--- config.mk ---
export PLATFORM = sky130hd
export DESIGN_NAME = burst_mux_top
export DESIGN_NICKNAME = d
export VERILOG_FILES = /design/src/design/mux_cfg_pkg.sv /design/src/design/mux_types_pkg.sv /design/src/design/beat_if.sv /design/src/design/burst_mux_top.sv /design/src/design/client_queue.sv /design/src/design/egress_merge.sv /design/src/design/ingress_steer.sv /design/src/design/rr_arbiter.sv
export SDC_FILE = /design/constraint.sdc
export NUM_CORES = 1
export LEC_CHECK = 0
export ABC_AREA = 0
export BUFFER_PORTS_ARGS = -buffer_cell sky130_fd_sc_hd__buf_2
export CELL_PAD_IN_SITES_DETAIL_PLACEMENT = 1
export CELL_PAD_IN_SITES_GLOBAL_PLACEMENT = 1
export CORE_ASPECT_RATIO = 1.75
export CORE_UTILIZATION = 54
export DETAILED_ROUTE_END_ITERATION = 6
export PLACE_DENSITY = 0.86
export SYNTH_ARGS = -nofsm -noshare
export SYNTH_HDL_FRONTEND = slang
export SYNTH_SLANG_ARGS = --single-unit
--- constraint.sdc ---
create_clock -name clk -period 2.6 [get_ports clk]
set_input_delay 0.26 -clock clk [delete_from_list [all_inputs] [get_ports clk]]
set_output_delay 0.26 -clock clk [all_outputs]
set_load 0.01 [all_outputs]
--- src/design/mux_cfg_pkg.sv ---
package mux_cfg_pkg;

    // ======================================================================
    // Size constants shared by the whole burst multiplexer
    // ======================================================================

    // Number of clients on the egress side, one queue each
    localparam int NUM_CLIENTS = 4;

    // Beats held per client queue
    localparam int QUEUE_DEPTH = 4;

    // Width of one data word
    localparam int DATA_W = 16;

    // Bits needed to name a client
    // Must cover NUM_CLIENTS
    localparam int CLIENT_W = 2;

endpackage : mux_cfg_pkg

--- src/design/mux_types_pkg.sv ---
package mux_types_pkg;

    // ======================================================================
    // Vector types with a meaning of their own
    // ======================================================================

    // Client number as carried on the ingress and egress streams
    typedef logic [mux_cfg_pkg::CLIENT_W-1:0] client_t;

    // One payload word of a beat
    typedef logic [mux_cfg_pkg::DATA_W-1:0] data_t;

    // One bit per client
    // Used for requests, grants and the arbiter priority masks
    typedef logic [mux_cfg_pkg::NUM_CLIENTS-1:0] client_mask_t;

endpackage : mux_types_pkg

--- src/design/beat_if.sv ---
`timescale 1ns/10ps

// Valid/ready beat link between two blocks of the multiplexer
// A beat moves on a rising clk with valid and ready both high
interface beat_if;

    logic                 valid;
    logic                 ready;
    mux_types_pkg::data_t data;
    // Marks the final beat of a burst
    logic                 last;

    // Producer side of the link
    modport src
    (
        output valid,
        output data,
        output last,
        input  ready
    );

    // Consumer side of the link
    modport dst
    (
        input  valid,
        input  data,
        input  last,
        output ready
    );

endinterface : beat_if

--- src/design/burst_mux_top.sv ---
`timescale 1ns/10ps

// Four-client burst multiplexer
// Ingress steering, one queue per client, egress arbitration
module burst_mux_top
    (
        input  logic                   clk,
        input  logic                   rst_n,

        // Ingress stream
        input  logic                   in_valid,
        output logic                   in_ready,
        input  mux_types_pkg::client_t in_client,
        input  mux_types_pkg::data_t   in_data,
        input  logic                   in_last,

        // Egress stream
        output logic                   out_valid,
        input  logic                   out_ready,
        output mux_types_pkg::client_t out_client,
        output mux_types_pkg::data_t   out_data,
        output logic                   out_last
    );

// ======================================================================
// Links

    // Steering block to queues
    beat_if q_in  [mux_cfg_pkg::NUM_CLIENTS] ();
    // Queues to egress block
    beat_if q_out [mux_cfg_pkg::NUM_CLIENTS] ();

// ======================================================================
// Instances

    ingress_steer u_ingress_steer
        (
            .in_valid  (in_valid),
            .in_ready  (in_ready),
            .in_client (in_client),
            .in_data   (in_data),
            .in_last   (in_last),
            .q         (q_in)
        );

    for (genvar i = 0; i < mux_cfg_pkg::NUM_CLIENTS; i++)
        begin : g_queue
            client_queue u_client_queue
                (
                    .clk   (clk),
                    .rst_n (rst_n),
                    .wr    (q_in[i]),
                    .rd    (q_out[i])
                );
        end : g_queue

    egress_merge u_egress_merge
        (
            .clk        (clk),
            .rst_n      (rst_n),
            .q          (q_out),
            .out_valid  (out_valid),
            .out_ready  (out_ready),
            .out_client (out_client),
            .out_data   (out_data),
            .out_last   (out_last)
        );

endmodule : burst_mux_top

--- src/design/client_queue.sv ---
`timescale 1ns/10ps

// Circular FIFO holding the beats of one client
// Head entry is always presented on rd
module client_queue
    (
        input  logic clk,
        input  logic rst_n,

        beat_if.dst  wr,
        beat_if.src  rd
    );

// ======================================================================
// Declarations

    // Slot index and occupancy widths
    // Occupancy needs one more value than the slot index
    typedef logic [$clog2(mux_cfg_pkg::QUEUE_DEPTH)-1:0]   ptr_t;
    typedef logic [$clog2(mux_cfg_pkg::QUEUE_DEPTH+1)-1:0] cnt_t;

    // Storage, no reset on the payload
    mux_types_pkg::data_t data_mem [mux_cfg_pkg::QUEUE_DEPTH];
    logic                 last_mem [mux_cfg_pkg::QUEUE_DEPTH];

    ptr_t wr_ptr;
    ptr_t rd_ptr;
    cnt_t count;

    logic push;
    logic pop;

// ======================================================================
// Handshakes

    // Ready is not full only
    // Independent of rd.ready, so no path through the queue
    assign wr.ready = (count != cnt_t'(mux_cfg_pkg::QUEUE_DEPTH));
    assign rd.valid = (count != '0);

    assign push = wr.valid && wr.ready;
    assign pop  = rd.valid && rd.ready;

    // Head entry
    assign rd.data = data_mem[rd_ptr];
    assign rd.last = last_mem[rd_ptr];

// ======================================================================
// Storage write

    always_ff @(posedge clk)
        begin
            if (push)
                begin
                    data_mem[wr_ptr] <= wr.data;
                    last_mem[wr_ptr] <= wr.last;
                end
        end

// ======================================================================
// Pointers and occupancy

    always_ff @(posedge clk, negedge rst_n)
        begin
            if (!rst_n)
                begin
                    wr_ptr <= '0;
                    rd_ptr <= '0;
                    count  <= '0;
                end
            else
                begin
                    if (push)
                        wr_ptr <= next_ptr(wr_ptr);
                    if (pop)
                        rd_ptr <= next_ptr(rd_ptr);
                    // Simultaneous push and pop leaves the count alone
                    if (push && !pop)
                        count <= count + cnt_t'(1);
                    else if (pop && !push)
                        count <= count - cnt_t'(1);
                end
        end

    // Advance with wrap at the last slot
    // Works for depths that are not a power of two
    function automatic ptr_t next_ptr(input ptr_t ptr);
        if (ptr == ptr_t'(mux_cfg_pkg::QUEUE_DEPTH - 1))
            return '0;
        return ptr + ptr_t'(1);
    endfunction

endmodule : client_queue

--- src/design/egress_merge.sv ---
`timescale 1ns/10ps

// Drains the client queues onto one output stream
// A grant covers a whole burst up to its last beat
module egress_merge
    (
        input  logic                   clk,
        input  logic                   rst_n,

        beat_if.dst                    q [mux_cfg_pkg::NUM_CLIENTS],

        output logic                   out_valid,
        input  logic                   out_ready,
        output mux_types_pkg::client_t out_client,
        output mux_types_pkg::data_t   out_data,
        output logic                   out_last
    );

// ======================================================================
// Declarations

    mux_types_pkg::client_mask_t req;
    mux_types_pkg::client_mask_t gnt;
    mux_types_pkg::data_t        q_data [mux_cfg_pkg::NUM_CLIENTS];
    mux_types_pkg::client_mask_t q_last;

    logic hold;
    logic xfer;
    // Some beat of the granted burst has already left
    logic burst_open;

// ======================================================================
// Queue side

    for (genvar i = 0; i < mux_cfg_pkg::NUM_CLIENTS; i++)
        begin : g_gather
            assign req[i]    = q[i].valid;
            assign q_data[i] = q[i].data;
            assign q_last[i] = q[i].last;
            // Only the granted queue sees the output ready
            assign q[i].ready = out_ready && gnt[i];
        end : g_gather

// ======================================================================
// Output mux

    // One-hot grant to a client number
    always_comb
        begin
            out_client = '0;
            for (int i = 0; i < mux_cfg_pkg::NUM_CLIENTS; i++)
                if (gnt[i])
                    out_client = mux_types_pkg::client_t'(i);
        end

    assign out_valid = (gnt != '0) && req[out_client];
    assign out_data  = q_data[out_client];
    assign out_last  = q_last[out_client];

    assign xfer = out_valid && out_ready;

// ======================================================================
// Burst lock

    // Release on the last beat so the next grant lands at the same edge
    // A lone requester may be granted again after its queue ran dry
    // With nothing sent yet and nothing waiting, that grant is let go
    assign hold = (gnt != '0) && !(xfer && out_last) && (burst_open || out_valid);

    always_ff @(posedge clk, negedge rst_n)
        begin
            if (!rst_n)
                burst_open <= 1'b0;
            else if (xfer)
                burst_open <= !out_last;
        end

    rr_arbiter u_rr_arbiter
        (
            .clk   (clk),
            .rst_n (rst_n),
            .req   (req),
            .hold  (hold),
            .gnt   (gnt)
        );

endmodule : egress_merge

--- src/design/ingress_steer.sv ---
`timescale 1ns/10ps

// Steers each ingress beat to the queue of its client
// Purely combinational, no clock needed
module ingress_steer
    (
        input  logic                   in_valid,
        output logic                   in_ready,
        input  mux_types_pkg::client_t in_client,
        input  mux_types_pkg::data_t   in_data,
        input  logic                   in_last,

        beat_if.src                    q [mux_cfg_pkg::NUM_CLIENTS]
    );

// ======================================================================
// Declarations

    // Ready of every queue gathered into one vector
    // Needed because an interface array takes only constant indices
    mux_types_pkg::client_mask_t q_ready;

// ======================================================================
// Per-queue fan-out

    for (genvar i = 0; i < mux_cfg_pkg::NUM_CLIENTS; i++)
        begin : g_steer

            // Valid only on the addressed queue
            assign q[i].valid = in_valid && (in_client == mux_types_pkg::client_t'(i));

            // Payload goes to every queue
            // Only the addressed one sees valid
            assign q[i].data = in_data;
            assign q[i].last = in_last;

            assign q_ready[i] = q[i].ready;

        end : g_steer

// ======================================================================
// Back-pressure

    // Stall follows the addressed queue only
    // A full queue blocks its own client and nobody else
    assign in_ready = q_ready[in_client];

endmodule : ingress_steer

--- src/design/rr_arbiter.sv ---
`timescale 1ns/10ps

// Round-robin arbiter with a registered one-hot grant
// Priority walks downward from the last winner and wraps to the top
module rr_arbiter
    (
        input  logic                        clk,
        input  logic                        rst_n,

        input  mux_types_pkg::client_mask_t req,
        input  logic                        hold,
        output mux_types_pkg::client_mask_t gnt
    );

// ======================================================================
// Declarations

    // Indices below the last winner
    mux_types_pkg::client_mask_t mask;
    // Everything except the last winner
    mux_types_pkg::client_mask_t win_mask_only;

    mux_types_pkg::client_mask_t req_masked;
    mux_types_pkg::client_mask_t req_win_mask;

    mux_types_pkg::client_t req_loc;
    mux_types_pkg::client_t reqm_loc;
    logic                   vld_req;
    logic                   vld_reqm;

    mux_types_pkg::client_t winner;
    logic                   win_vld;

// ======================================================================
// Search

    assign req_masked = req & mask;

    // A lone requester skips the winner mask
    // Otherwise it would be locked out after its own grant
    assign req_win_mask = ($countones(req) > 1) ? (req & win_mask_only) : req;

    assign {vld_req, req_loc}   = ffs(req_win_mask);
    assign {vld_reqm, reqm_loc} = ffs(req_masked);

    // Lower pending index first, else start over from the top
    always_comb
        begin
            if (vld_reqm)
                begin
                    winner  = reqm_loc;
                    win_vld = 1'b1;
                end
            else
                begin
                    winner  = req_loc;
                    win_vld = vld_req;
                end
        end

// ======================================================================
// State

    // Reset state searches from the highest index
    // Empty mask and open winner mask give a plain top-down search
    always_ff @(posedge clk, negedge rst_n)
        begin
            if (!rst_n)
                begin
                    gnt           <= '0;
                    mask          <= '0;
                    win_mask_only <= '1;
                end
            else if (!hold)
                begin
                    gnt <= win_vld ? onehot(winner) : '0;
                    // Pointer moves only with a real grant
                    if (win_vld)
                        begin
                            mask          <= onehot(winner) - 1'b1;
                            win_mask_only <= ~onehot(winner);
                        end
                end
        end

// ======================================================================
// Functions

    // Highest set bit of a vector, with a found flag on top
    function automatic logic [mux_cfg_pkg::CLIENT_W:0] ffs(
        input mux_types_pkg::client_mask_t vec);
        logic                   vld;
        mux_types_pkg::client_t loc;

        vld = 1'b0;
        loc = '0;
        for (int i = 0; i < mux_cfg_pkg::NUM_CLIENTS; i++)
            if (vec[i])
                begin
                    vld = 1'b1;
                    loc = mux_types_pkg::client_t'(i);
                end
        return {vld, loc};
    endfunction

    function automatic mux_types_pkg::client_mask_t onehot(input mux_types_pkg::client_t idx);
        return mux_types_pkg::client_mask_t'(1) << idx;
    endfunction

endmodule : rr_arbiter

==> flow_summary_export.csv <==
group,metric,value,unit
place,post-dp-hpwl,20.71,mm
global_routing,grt_pass1_wl,49.44,mm
finish,area_growth,15.78,%
logic_synthesis,synth_nets,755,
worst_hold_path,min_path_cells,3,
floorplan,die_x,118.4,µm
route,num_vias,6911,
worst_hold_path,hp-class,"input port to flip-flop",
critical_path,ff2ff_path_depth,8,
floorplan,ios,44,
timing,slew_headroom,33.30,%
route,drt_drc_violations_left,0,
clock_tree,cts_tree,"yes",
timing,fmax,0.3825,GHz
logic_synthesis,muxShareOfSynthArea,13.49,%
logic_synthesis,synth_adder_area_share,2.970,%
power_and_ir_drop,ir_drop,692.5,µV
global_routing,grt_use_total,28.74,%
finish,drive_above_1_share,29.84,%
timing,hold_viol_final,0,
timing,skew,0.01726,ns
critical_path,crit_path_end_kind,"output port",
power_and_ir_drop,leakagePower,5.229,nW
route,via_per_inst,6.198,
logic_synthesis,synth_cells,704,
logic_synthesis,synth_top_family_by_area,"multiplexers",
logic_synthesis,yosysWarnings,0,
clock_tree,numCtsBuffers,28,
route,wl_per_cell,29.97,µm
timing,worst_slack,-0.01448,ns
logic_synthesis,syn_area,0.01281,mm²
floorplan,die_area,0.02436,mm²
floorplan,die_h,205.7,µm
clock_tree,cts_num_sinks,312,
finish,fillCellCount,2005,
logic_synthesis,yosys.area_share.simple,6.232,%
timing,tightest_slew,1.000,ns
place,io_buffers,43,
place,gp_congestion,0.9007,
power_and_ir_drop,power_density,1146,mW/mm²
clock_tree,cts_buffer_depth,3,
critical_path,cp.arrival,2.35,ns
clock_tree,clk_latency,0.56,ns
finish,antennaDiodeCount,0,
logic_synthesis,synthXorXnorAreaFrac,0.8889,%
global_routing,grt_max_degree,41,
route,final_antenna_net_count,0,
global_routing,antenna_found_initial,0,
timing,finalSetupViolCount,3,
floorplan,core,0.02333,mm²
logic_synthesis,avgSynthCellArea,18.19,µm²
timing,final.period_utilization,100.6,%
route,wl,33.41,mm
clock_tree,clkTransAtPathRegs,0.07,ns
route,drt_iter0_markers,555,
run,max_cap_viol_count,0,
clock_tree,cts_root_buf,"clkbuf_16",
timing,slew_viol_final,0,
finish,final_core_util,63.56,%
place,place_area,0.01356,mm²
logic_synthesis,synth_compound_area_share,3.165,%
place,pre_cts_ws,0.2164,ns
timing,rsz0062_at_grt,"yes",
critical_path,crit_required,2.34,ns
logic_synthesis,ys_types,53,
route,drt-pass1-iter-count,6,
global_routing,first_global_vias,7734,
floorplan,start_util,54.90,%
outcome,violations,"negative setup slack",
power_and_ir_drop,p_total,0.01700,W
logic_synthesis,yosysTopAreaCellShare,63.77,%
critical_path,worstSetupPathType,"flip-flop to output port",
critical_path,start_kind,"flip-flop",
critical_path,cp_max_fo,10,
global_routing,grt_overflow,0,
logic_synthesis,synth_seq_area_share,71.62,%
logic_synthesis,synth_ff_type,"edfxtp_1",
clock_tree,htreeDepth,1,
logic_synthesis,async_flop_share,12.82,%
timing,finalWorstPathRequiredPeriod,2.614,ns
floorplan,num_rows,74,
logic_synthesis,synth_area_leaders,"edfxtp_1, mux4_2, dfrtp_1, nand2_1, ha_1",
logic_synthesis,netlist.top_cell.by_area,"edfxtp_1",
logic_synthesis,synth_seq_cells,312,
outcome,status,"complete, but fails checks",
logic_synthesis,synth_edf_count,272,
finish,fin_nets,840,
finish,final_area,0.01483,mm²
timing,fin_setup_tns,-0.03151,ns
synthesized netlist by cell type (2+ instances only):
master,instances
a21o_1,7
a21oi_1,2
a31oi_1,19
and2_1,17
and3_1,17
and4b_1,2
buf_1,2
buf_2,5
buf_4,2
buf_6,2
clkbuf_1,20
dfrtp_1,36
dfstp_2,4
edfxtp_1,272
fa_1,4
ha_1,24
inv_1,15
mux2_2,10
mux2i_1,2
mux4_1,7
mux4_2,62
nand2_1,85
nand3_1,6
nor2_1,15
nor3_1,8
nor4_1,3
o21ai_0,11
o21ba_2,3
o31ai_1,4
or3_1,4
xnor2_1,5
xor2_1,8
per-stage QoR:
stage / instances / hold slack [ns]
2_1_floorplan: 704 / -0.03559
3_3_place_gp: 1055 / 0.4553
3_5_place_dp: 1055 / 0.4733
4_1_cts: 1115 / 0.05407
5_1_grt: 1115 / 0.09041
6_report: 1115 / 0.08312
worst max-delay path: stages, from the launching register on:
cell	delay, ns
dfrtp_2	0.44
buf_12	0.19
mux4_2	0.50
nand2_1	0.09
and3_1	0.30
a31oi_2	0.11
buf_2	0.18
state kept, by name (all words and copies together) (netlist names):
name	flops
u_egress_merge.u_rr_arbiter.mask	3
g_queue.u_client_queue.count	12
u_egress_merge.burst_open	1
u_egress_merge.u_rr_arbiter.gnt	4
g_queue.u_client_queue.data_mem	256
g_queue.u_client_queue.wr_ptr	8
g_queue.u_client_queue.rd_ptr	8
u_egress_merge.u_rr_arbiter.win_mask_only	4
g_queue.u_client_queue.last_mem	16
per-layer routing:
metal | vias to the layer above | share of wire [%] | global-route usage [%]
met5 | - | 0 | 0
met4 | 0 | 5.1 | 14.38
li1 | 2929 | - | -
met2 | 288 | 55 | 53.17
met1 | 3609 | 35 | 32.42
met3 | 85 | 5.4 | 3.963
final cells by class:
class	instances	area [µm²]	share of cell area, %
tap	304	380.4	2.565
clock buffer	30	708.2	4.776
inverter	17	68.82	0.4641
clock inverter	22	277.8	1.873
sequential	312	9179	61.90
multi-input combinational	344	3520	23.73
timing repair buffer	86	695.7	4.691
what timing repair did:
action	4_1_cts	5_1_grt
cloned	3	0
setup endpoints to repair	16	16
hold buffers	1	0
buffers inserted	4	1
endpoints found under the hold margin	36	0
gates resized for setup	34	10
where the power goes:
group	switching, W	internal [W]
logic	0.00337	0.00271
clock network	0.00184	0.00258
registers	0.000477	0.00602
placed cells by master, fill, tap and decap left out, types with 5 or more instances in the layout:
cell type,synthesis,layout
a21o_1,7,7
a31oi_1,19,11
a31oi_2,0,8
and2_1,17,17
and3_1,17,6
and3_4,0,7
buf_12,0,7
buf_2,5,43
buf_4,2,29
bufinv_16,0,6
clkbuf_16,0,28
clkinv_1,1,6
dfrtp_1,36,32
edfxtp_1,272,272
ha_1,24,24
inv_1,15,15
mux2_2,10,10
mux4_1,7,7
mux4_2,62,62
nand2_1,85,85
nand3_1,6,6
nor2_1,15,15
nor3_1,8,8
o21ai_0,11,11
xnor2_1,5,5
xor2_1,8,8
final timing paths:
check                                                                          from                                                        to  slack [ns]
max in group asynchronous                                                     rst_n            u_egress_merge.u_rr_arbiter.gnt[2]$_DFFE_PN0N_        1.50
min in group asynchronous                                                     rst_n           u_egress_merge.u_rr_arbiter.mask[2]$_DFFE_PN0P_        0.42
hold reg to reg            u_egress_merge.u_rr_arbiter.win_mask_only[1]$_DFFE_PN1P_  u_egress_merge.u_rr_arbiter.win_mask_only[1]$_DFFE_PN1P_        0.50
setup reg to reg                    g_queue[0].u_client_queue.rd_ptr[0]$_DFFE_PN0P_           u_egress_merge.u_rr_arbiter.mask[1]$_DFFE_PN0P_        0.12
setup / recovery                    g_queue[0].u_client_queue.rd_ptr[0]$_DFFE_PN0P_                                              out_data[13]       -0.01
hold / removal                                                            out_ready                     u_egress_merge.burst_open$_DFFE_PN0P_        0.08
cells by family after synthesis:
group,after synthesis
simple gates,165
mux,82
compound gates,56
flops,312
xor+xnor,13
fa+ha+maj,28
buf+inv,48
Power figures use the tool's default switching activity.
